==> src/hw/frontend_macros.svh <==
`ifndef FRONTEND_MACROS_SVH
`define FRONTEND_MACROS_SVH

// Address and instruction geometry
`define FE_ADDR_WIDTH 32
`define FE_INSN_BYTES 4

// Direct-mapped BTB size
// Power of two only
`define FE_BTB_ENTRIES 16

// Bundles buffered between fetch and resolve
`define FE_FQ_DEPTH 4

// First fetch address out of reset
`define FE_RESET_PC 32'h0000_1000

`endif

==> src/hw/frontend_pkg.sv <==
`include "frontend_macros.svh"

package frontend_pkg;

    typedef logic [`FE_ADDR_WIDTH-1:0] addr_t;

    // Prediction for one instruction slot
    typedef struct packed {
        logic  taken;
        addr_t target;
    } fetch_slot_t;

    // Slot 1 sits at slot 0's predicted target
    typedef struct packed {
        addr_t             pc;
        fetch_slot_t [1:0] slot;
    } fetch_bundle_t;

    // Actual outcome per slot from execute
    typedef struct packed {
        logic [1:0]  taken;
        addr_t [1:0] target;
    } resolve_t;

    typedef struct packed {
        logic  en;
        addr_t pc;
        logic  taken;
        addr_t target;
    } btb_update_t;

    typedef struct packed {
        logic  valid;
        addr_t pc;
    } redirect_t;

endpackage

==> src/hw/btb.sv <==
`timescale 1ns/1ps

`include "frontend_macros.svh"

module btb
    import frontend_pkg::*;
#(
    parameter int ENTRIES = `FE_BTB_ENTRIES
) (
    input  logic              clk,
    input  logic              rst,
    input  addr_t             lookup_pc,
    input  btb_update_t       update,
    output fetch_slot_t [1:0] pred
);

    localparam int OFF_W = $clog2(`FE_INSN_BYTES);
    localparam int IDX_W = $clog2(ENTRIES);

    logic [ENTRIES-1:0] valid_q;
    logic [ENTRIES-1:0] taken_q;
    addr_t              target_q [ENTRIES];

    logic [IDX_W-1:0] idx0;
    logic [IDX_W-1:0] idx1;
    logic [IDX_W-1:0] upd_idx;

    fetch_slot_t slot0;
    fetch_slot_t slot1;

    assign idx0    = lookup_pc[OFF_W +: IDX_W];
    assign upd_idx = update.pc[OFF_W +: IDX_W];

    always_comb begin
        slot0.taken = valid_q[idx0] && taken_q[idx0];
        if (slot0.taken) begin
            slot0.target = target_q[idx0];
        end else begin
            slot0.target = lookup_pc + addr_t'(`FE_INSN_BYTES);
        end
    end

    // Second lookup chains off slot 0's predicted successor
    assign idx1 = slot0.target[OFF_W +: IDX_W];

    always_comb begin
        slot1.taken = valid_q[idx1] && taken_q[idx1];
        if (slot1.taken) begin
            slot1.target = target_q[idx1];
        end else begin
            slot1.target = slot0.target + addr_t'(`FE_INSN_BYTES);
        end
    end

    assign pred = {slot1, slot0};

    always_ff @(posedge clk or posedge rst) begin
        if (rst) begin
            valid_q <= '0;
        end else if (update.en) begin
            valid_q[upd_idx] <= 1'b1;
        end
    end

    // Entry payload, meaningful only once valid is set
    always_ff @(posedge clk) begin
        if (update.en) begin
            taken_q[upd_idx]  <= update.taken;
            target_q[upd_idx] <= update.target;
        end
    end

endmodule

==> src/hw/fetch_pc_gen.sv <==
`timescale 1ns/1ps

`include "frontend_macros.svh"

module fetch_pc_gen
    import frontend_pkg::*;
(
    input  logic              clk,
    input  logic              rst,
    input  fetch_slot_t [1:0] pred,
    input  logic              push_ready,
    input  redirect_t         redirect,
    output addr_t             lookup_pc,
    output logic              push_valid,
    output fetch_bundle_t     push_bundle
);

    addr_t pc_q;
    logic  run_q;

    assign lookup_pc = pc_q;

    // Held off for the first cycle out of reset and during a redirect
    assign push_valid = run_q && !redirect.valid;

    assign push_bundle = '{pc: pc_q, slot: pred};

    always_ff @(posedge clk or posedge rst) begin
        if (rst) begin
            run_q <= 1'b0;
        end else begin
            run_q <= 1'b1;
        end
    end

    always_ff @(posedge clk or posedge rst) begin
        if (rst) begin
            pc_q <= `FE_RESET_PC;
        end else if (redirect.valid) begin
            pc_q <= redirect.pc;
        end else if (push_valid && push_ready) begin
            // Next bundle starts after slot 1's predicted path
            pc_q <= pred[1].target;
        end
    end

endmodule

==> src/hw/fetch_queue.sv <==
`timescale 1ns/1ps

`include "frontend_macros.svh"

module fetch_queue
    import frontend_pkg::*;
#(
    parameter int DEPTH = `FE_FQ_DEPTH
) (
    input  logic          clk,
    input  logic          rst,
    input  logic          flush,
    input  logic          push_valid,
    input  fetch_bundle_t push_bundle,
    input  logic          pop_ready,
    output logic          push_ready,
    output logic          pop_valid,
    output fetch_bundle_t pop_bundle
);

    localparam int PTR_W = (DEPTH > 1) ? $clog2(DEPTH) : 1;
    localparam int CNT_W = $clog2(DEPTH + 1);

    fetch_bundle_t    mem_q [DEPTH];
    logic [PTR_W-1:0] wr_ptr_q;
    logic [PTR_W-1:0] rd_ptr_q;
    logic [CNT_W-1:0] count_q;
    logic             do_push;
    logic             do_pop;

    function automatic logic [PTR_W-1:0] next_ptr(input logic [PTR_W-1:0] ptr);
        if (ptr == PTR_W'(DEPTH - 1)) begin
            return '0;
        end
        return ptr + 1'b1;
    endfunction

    assign push_ready = (count_q != CNT_W'(DEPTH));
    assign pop_valid  = (count_q != '0);
    assign pop_bundle = mem_q[rd_ptr_q];

    // Flush wins over both sides
    assign do_push = push_valid && push_ready && !flush;
    assign do_pop  = pop_valid && pop_ready && !flush;

    always_ff @(posedge clk or posedge rst) begin
        if (rst) begin
            wr_ptr_q <= '0;
            rd_ptr_q <= '0;
            count_q  <= '0;
        end else if (flush) begin
            wr_ptr_q <= '0;
            rd_ptr_q <= '0;
            count_q  <= '0;
        end else begin
            if (do_push) begin
                wr_ptr_q <= next_ptr(wr_ptr_q);
            end
            if (do_pop) begin
                rd_ptr_q <= next_ptr(rd_ptr_q);
            end
            case ({do_push, do_pop})
                2'b10:   count_q <= count_q + 1'b1;
                2'b01:   count_q <= count_q - 1'b1;
                default: count_q <= count_q;
            endcase
        end
    end

    always_ff @(posedge clk) begin
        if (do_push) begin
            mem_q[wr_ptr_q] <= push_bundle;
        end
    end

    // A write never lands on an entry that is still waiting
    a_no_write_full: assert property (@(posedge clk) disable iff (rst)
        do_push && (count_q != '0) |-> wr_ptr_q != rd_ptr_q);

    // A read only comes from an entry that was written
    a_no_read_empty: assert property (@(posedge clk) disable iff (rst)
        do_pop |-> (wr_ptr_q != rd_ptr_q) || (count_q == CNT_W'(DEPTH)));

endmodule

==> src/hw/branch_resolver.sv <==
`timescale 1ns/1ps

`include "frontend_macros.svh"

module branch_resolver
    import frontend_pkg::*;
(
    input  logic          clk,
    input  logic          rst,
    input  logic          pop_valid,
    input  fetch_bundle_t pop_bundle,
    input  logic          fe_ack,
    input  resolve_t      fe_resolve,
    output logic          pop_ready,
    output logic          fe_req,
    output fetch_bundle_t fe_bundle,
    output btb_update_t   update,
    output redirect_t     redirect
);

    typedef enum logic [1:0] {
        ST_IDLE,
        ST_REQ,
        ST_WAIT_REL,
        ST_EVAL
    } state_t;

    state_t        state_q;
    fetch_bundle_t bundle_q;
    resolve_t      resolve_q;

    addr_t [1:0] slot_pc;
    addr_t [1:0] actual_next;
    logic [1:0]  mispredict;
    logic        bad_slot;
    logic        fix;

    assign pop_ready = (state_q == ST_IDLE);
    assign fe_req    = (state_q == ST_REQ);
    assign fe_bundle = bundle_q;

    always_ff @(posedge clk or posedge rst) begin
        if (rst) begin
            state_q <= ST_IDLE;
        end else begin
            case (state_q)
                ST_IDLE: begin
                    if (pop_valid) begin
                        state_q <= ST_REQ;
                    end
                end
                ST_REQ: begin
                    if (fe_ack) begin
                        state_q <= ST_WAIT_REL;
                    end
                end
                // Hold off until execute releases ack
                ST_WAIT_REL: begin
                    if (!fe_ack) begin
                        state_q <= ST_EVAL;
                    end
                end
                default: state_q <= ST_IDLE;
            endcase
        end
    end

    always_ff @(posedge clk) begin
        if (pop_valid && pop_ready) begin
            bundle_q <= pop_bundle;
        end
        if (state_q == ST_REQ && fe_ack) begin
            resolve_q <= fe_resolve;
        end
    end

    always_comb begin
        slot_pc[0] = bundle_q.pc;
        slot_pc[1] = bundle_q.slot[0].target;
        for (int i = 0; i < 2; i++) begin
            if (resolve_q.taken[i]) begin
                actual_next[i] = resolve_q.target[i];
            end else begin
                actual_next[i] = slot_pc[i] + addr_t'(`FE_INSN_BYTES);
            end
            mispredict[i] = (bundle_q.slot[i].target != actual_next[i]);
        end
    end

    // Slot 1 only matters when slot 0 followed the right path
    assign bad_slot = !mispredict[0];
    assign fix      = (state_q == ST_EVAL) && (mispredict != 2'b00);

    assign update = '{
        en:     fix,
        pc:     slot_pc[bad_slot],
        taken:  resolve_q.taken[bad_slot],
        target: resolve_q.target[bad_slot]
    };

    assign redirect = '{valid: fix, pc: actual_next[bad_slot]};

    // Request and bundle stay put until execute answers
    a_req_held: assert property (@(posedge clk) disable iff (rst)
        fe_req && !fe_ack |=> fe_req && $stable(fe_bundle));

    // Training and redirect go out together for one cycle, off the predicted path
    a_fix_pulse: assert property (@(posedge clk) disable iff (rst)
        update.en |-> (redirect.valid && (redirect.pc != fe_bundle.slot[bad_slot].target))
        ##1 (!update.en && !redirect.valid));

endmodule

==> src/hw/fetch_frontend.sv <==
`timescale 1ns/1ps

module fetch_frontend
    import frontend_pkg::*;
(
    input  logic          clk,
    input  logic          rst,
    input  logic          fe_ack,
    input  resolve_t      fe_resolve,
    output logic          fe_req,
    output fetch_bundle_t fe_bundle
);

    addr_t             lookup_pc;
    fetch_slot_t [1:0] pred;
    logic              push_valid;
    logic              push_ready;
    fetch_bundle_t     push_bundle;
    logic              pop_valid;
    logic              pop_ready;
    fetch_bundle_t     pop_bundle;
    btb_update_t       update;
    redirect_t         redirect;

    btb u_btb (
        .clk       (clk),
        .rst       (rst),
        .lookup_pc (lookup_pc),
        .update    (update),
        .pred      (pred)
    );

    fetch_pc_gen u_pc_gen (
        .clk         (clk),
        .rst         (rst),
        .pred        (pred),
        .push_ready  (push_ready),
        .redirect    (redirect),
        .lookup_pc   (lookup_pc),
        .push_valid  (push_valid),
        .push_bundle (push_bundle)
    );

    // Redirect drops everything fetched down the wrong path
    fetch_queue u_queue (
        .clk         (clk),
        .rst         (rst),
        .flush       (redirect.valid),
        .push_valid  (push_valid),
        .push_bundle (push_bundle),
        .pop_ready   (pop_ready),
        .push_ready  (push_ready),
        .pop_valid   (pop_valid),
        .pop_bundle  (pop_bundle)
    );

    branch_resolver u_resolver (
        .clk        (clk),
        .rst        (rst),
        .pop_valid  (pop_valid),
        .pop_bundle (pop_bundle),
        .fe_ack     (fe_ack),
        .fe_resolve (fe_resolve),
        .pop_ready  (pop_ready),
        .fe_req     (fe_req),
        .fe_bundle  (fe_bundle),
        .update     (update),
        .redirect   (redirect)
    );

endmodule

==> config.mk <==
export PLATFORM = sky130hd
export DESIGN_NAME = fetch_frontend
export DESIGN_NICKNAME = d
export VERILOG_FILES = /design/src/hw/frontend_pkg.sv /design/src/hw/btb.sv /design/src/hw/fetch_pc_gen.sv /design/src/hw/fetch_queue.sv /design/src/hw/branch_resolver.sv /design/src/hw/fetch_frontend.sv
export VERILOG_INCLUDE_DIRS = /design/src /design/src/hw
export SDC_FILE = /design/constraint.sdc
export NUM_CORES = 2
export LEC_CHECK = 0
export BUFFER_PORTS_ARGS = -buffer_cell sky130_fd_sc_hd__buf_2
export CAP_MARGIN = 30
export CELL_PAD_IN_SITES_DETAIL_PLACEMENT = 2
export CELL_PAD_IN_SITES_GLOBAL_PLACEMENT = 2
export CORE_MARGIN = 4
export CORE_UTILIZATION = 45
export CTS_BUF_LIST = sky130_fd_sc_hd__clkbuf_8
export DETAILED_ROUTE_END_ITERATION = 12
export PLACE_DENSITY_LB_ADDON = 0.08
export SLEW_MARGIN = 20
export SYNTH_ARGS = -nofsm -noshare
export SYNTH_HDL_FRONTEND = slang
export SYNTH_SLANG_ARGS = --single-unit
export TNS_END_PERCENT = 50
==> constraint.sdc <==
create_clock -name clk -period 12.02 [get_ports clk]
set_input_delay 1.202 -clock clk [delete_from_list [all_inputs] [get_ports clk]]
set_output_delay 1.202 -clock clk [all_outputs]
set_load 0.01 [all_outputs]
==> run summary <==
### Global routing
* 0 — global route total overflow
* 35.6k — vias in the first global route
* 276 mm — first-pass GRT wire length
* 0.311 — total routing resource utilization after global routing
* 70 — pin count of the biggest net entering global routing
* met2 — grt peak-use layer
* 15 — initial antenna violation count
* 0.421 — routing usage on met1
* 0.0502 — met3 Resource Use GR
* 0.510 — met2 usage

### Die
* 352 um — Die Y-Extent
* 0.456 — initial standard-cell utilization of the core
* 117,000 sq um — core box area
* 352 um — Chip Width
* 125 — row count
* 124,000 sq um — die area
* 168 — count of pins on the block boundary

### Timing
* 7430 ps — shortest period the worst path allows
* 0 — Slew Viols, Final
* 0 — total count of hold-check failures in the final report
* 0 — number of setup violations in the final report
* 0.618 — crit share post-route
* 51.4 ps — skew final
* 135 MHz — Fmax achieved
* 1040 ps — Worst Tran Pin Value
* 194 ps — worst slack on hold paths
* 0 ps — Total Neg Setup Slack
* 0.301 — worst relative slew slack
* no — setup repair after global routing missed its margin

### Placed design
* 130 mm — Post-DP HPWL
* 4,725 — dpl cells
* 167 — Port Buf Inserts
* 0.899 — routability-driven placement congestion ratio
* 55,600 sq um — DP Area

### Synth
* 1,084 — number of flops mapped to enable cells by yosys
* edfxtp_1 — dominant cell type by area after synthesis
* 0.0508 — fraction of synthesis flops using an asynchronous set or reset pin
* edfxtp_1 61%, mux4_2 14%, mux2i_1 2.7% — cells taking the most area after synthesis
* 3,151 — Synth Instances
* edfxtp_1 — commonest register cell after synthesis
* 1,142 — total of flip-flops plus latches after synthesis
* 53,300 sq um — mapped cell area
* 0.611 — post-synth top area share
* 3,236 — synthesized netlist net count
* 0.638 — part of the Yosys area used for sequential elements
* 0 — Synthesis Warnings
* 103 — number of distinct library cell variants in the gate-level netlist after synthesis
* 16.9 sq um — Syn Area/Cell

### CTS
* 1,142 — CTS sink count
* 0 — post-cts repair resize count
* 930 ps — Worst-Skew Late Latency
* 70 ps — clock-pin slew on the worst setup and hold paths
* 0 — buffers inserted by post-CTS timing repair
* 0 — count of hold buffers inserted by post-cts repair
* 194 — number of buffers added by the clock tree synthesis step
* 3 — Longest Clk Path Bufs
* done — CTS tree
* clkbuf_8 — root buf cell
* 4 — H-Tree Depth

### Setup path
* flip-flop — CP Capture Type
* flip-flop to flip-flop — startpoint-to-endpoint class of the critical path
* 52 — maximum net fanout on the critical path
* 7950 ps — arrival time of the worst setup path
* flip-flop — critical path launch point type
* 12,540 ps — worst endpoint required time

### Drt
* 3,765 — iteration-0 DRC count of the detailed router
* 0 — Residual DRC
* 32.9k — overall via count from detail_route
* 6.47 — via/cell ratio
* 195 mm — total length of routed wires
* 38.3 um — average routed wire per standard cell
* 0 — Antenna Violating Nets Remaining
* 6 — iteration count of the initial detailed-routing pass

### Cells and area
* 59,400 sq um — post-route standard cell area excluding fillers
* 5,094 — post-layout instance count excluding filler cells
* 11.5% — Area growth syn-to-layout
* 10.5k — number of inserted filler cells in the final layout
* 0.273 — layout cell share with drive strength beyond 1
* 3,486 — number of nets in the final layout

### Power and ir drop
* 0.322 mV — Peak supply drop
* 341 nW/um^2 — power per standard cell area
* 0.0199 uW — cell leakage power
* 20,200 uW — power consumption

### Status
* finished, final reports clean — outcome

### Worst hold path
* input pin to asynchronous set/reset pin — Worst Hold Class

### Job
* 0 — number of maximum-capacitance violations

cell usage after synthesis (31+ instances only):
cell type  instances
nand2_1          261
dfrtp_1           57
a21oi_1           34
xnor2_1          123
mux2i_1          144
xor2_1            75
nor3_1            45
nor2_1           105
a21o_1            31
buf_2             41
o21ai_0           64
nand4_1           42
mux2_2            76
clkbuf_1          69
edfxtp_1        1084
inv_1             43
mux4_2           325
nand3_1           68
sequential cells by signal, summed over array words and instances, names as in the netlist:
register / flops
u_btb.taken_q: 16
u_queue.mem_q: 392
u_btb.target_q: 512
u_pc_gen.lookup_pc: 32
u_queue.count_q: 3
u_pc_gen.run_q: 1
u_btb.valid_q: 16
u_resolver.resolve_q: 66
u_resolver.fe_bundle: 98
u_queue.wr_ptr_q: 2
u_resolver.state_q: 2
u_queue.rd_ptr_q: 2
layout make-up:
class	instances	area, sq um	share of cell area
Tap cell	1524	1910	0.0321
Multi-Input combinational cell	1767	18000	0.304
Timing Repair Buffer	251	1540	0.0260
Clock inverter	157	877	0.0148
Antenna cell	4	10.0	0.000169
Inverter	45	181	0.00306
Clock buffer	204	2810	0.0473
Sequential cell	1142	34000	0.573
cell families (layout without fill, tap and decap cells):
kind of cell | after synthesis | after routing | synth area share
XOR/XNOR | 200 | 200 | 0.0334
AO/OA/AOI/OAI | 302 | 302 | 0.0394
adder cells (fa/ha/maj) | 16 | 16 | 0.00390
multiplexers | 575 | 575 | 0.195
AND/OR/NAND/NOR | 673 | 673 | 0.0633
flip-flops | 1142 | 1142 | 0.638
other | 1 | 5 | 0.0000704
buffers and inverters | 242 | 657 | 0.0263
metal layers:
layer	part of all wire	vias up
li1	-	13200
met1	0.40	17800
met2	0.48	1537
met3	0.070	356
met4	0.040	6
met5	0.00024	-
cells in the final DEF, fill, tap and decap left out, drive strengths merged, types with 34 or more instances in the layout:
| master | n |
|---|---|
| dfrtp | 57 |
| xnor2 | 123 |
| buf | 251 |
| clkinv | 71 |
| nand4 | 44 |
| edfxtp | 1084 |
| nand2 | 262 |
| nor2 | 108 |
| clkbuf | 204 |
| nor3 | 46 |
| a21oi | 34 |
| nand3 | 69 |
| mux4 | 355 |
| mux2i | 144 |
| inv | 119 |
| mux2 | 76 |
| o21ai | 73 |
| xor2 | 75 |
where the power goes:
part / internal, uW / leakage [uW] / switching [uW]
sequential: 6070 / 0.0106 / 1010
clock: 1710 / 0.00213 / 1700
combinational: 3520 / 0.00722 / 6230
total: 11300 / 0.0199 / 8930
metrics by stage:
step / setup WS, ps / util
floorplan: 5910 / -
global placement: 4690 / 0.475
detailed placement: 4620 / 0.476
CTS: 4570 / 0.508
global route: 4240 / 0.508
finish: 4590 / 0.508
worst paths after layout:
| check | from | end | slack [ps] | depth (start not counted) |
|---|---|---|---|---|
| max | u_resolver.fe_bundle[68]$_DFFE_PP_ | u_queue.mem_q[1][76]$_DFFE_PP_ | 4590 | 16 |
| min | rst | u_pc_gen.lookup_pc[3]$_DFFE_PP0P_ | 190 | 2 |
| max reg2reg | u_resolver.fe_bundle[68]$_DFFE_PP_ | u_queue.mem_q[1][76]$_DFFE_PP_ | 4590 | 16 |
| min reg2reg | u_btb.valid_q[2]$_DFFE_PP0N_ | u_btb.valid_q[2]$_DFFE_PP0N_ | 510 | 1 |
| max in group asynchronous | rst | u_queue.rd_ptr_q[1]$_DFFE_PP0P_ | 10810 | 4 |
| min in group clk | fe_resolve[26] | u_resolver.resolve_q[26]$_DFFE_PP_ | 440 | 1 |
worst max-delay path, cell delays in order, from the launching register on:
cell       delay, ps
edfxtp_1         560
ha_1             270
nand2_1          300
nor3_1           590
xnor2_1          220
mux2i_1          170
a2111oi_0        550
nand4b_1         230
or4_1            660
nor4_4           170
buf_4            500
a41oi_4          170
buf_4            340
nor2_4           160
buf_4            430
and2_4           770
buf_4            790
(Power assumes the default switching activity.)
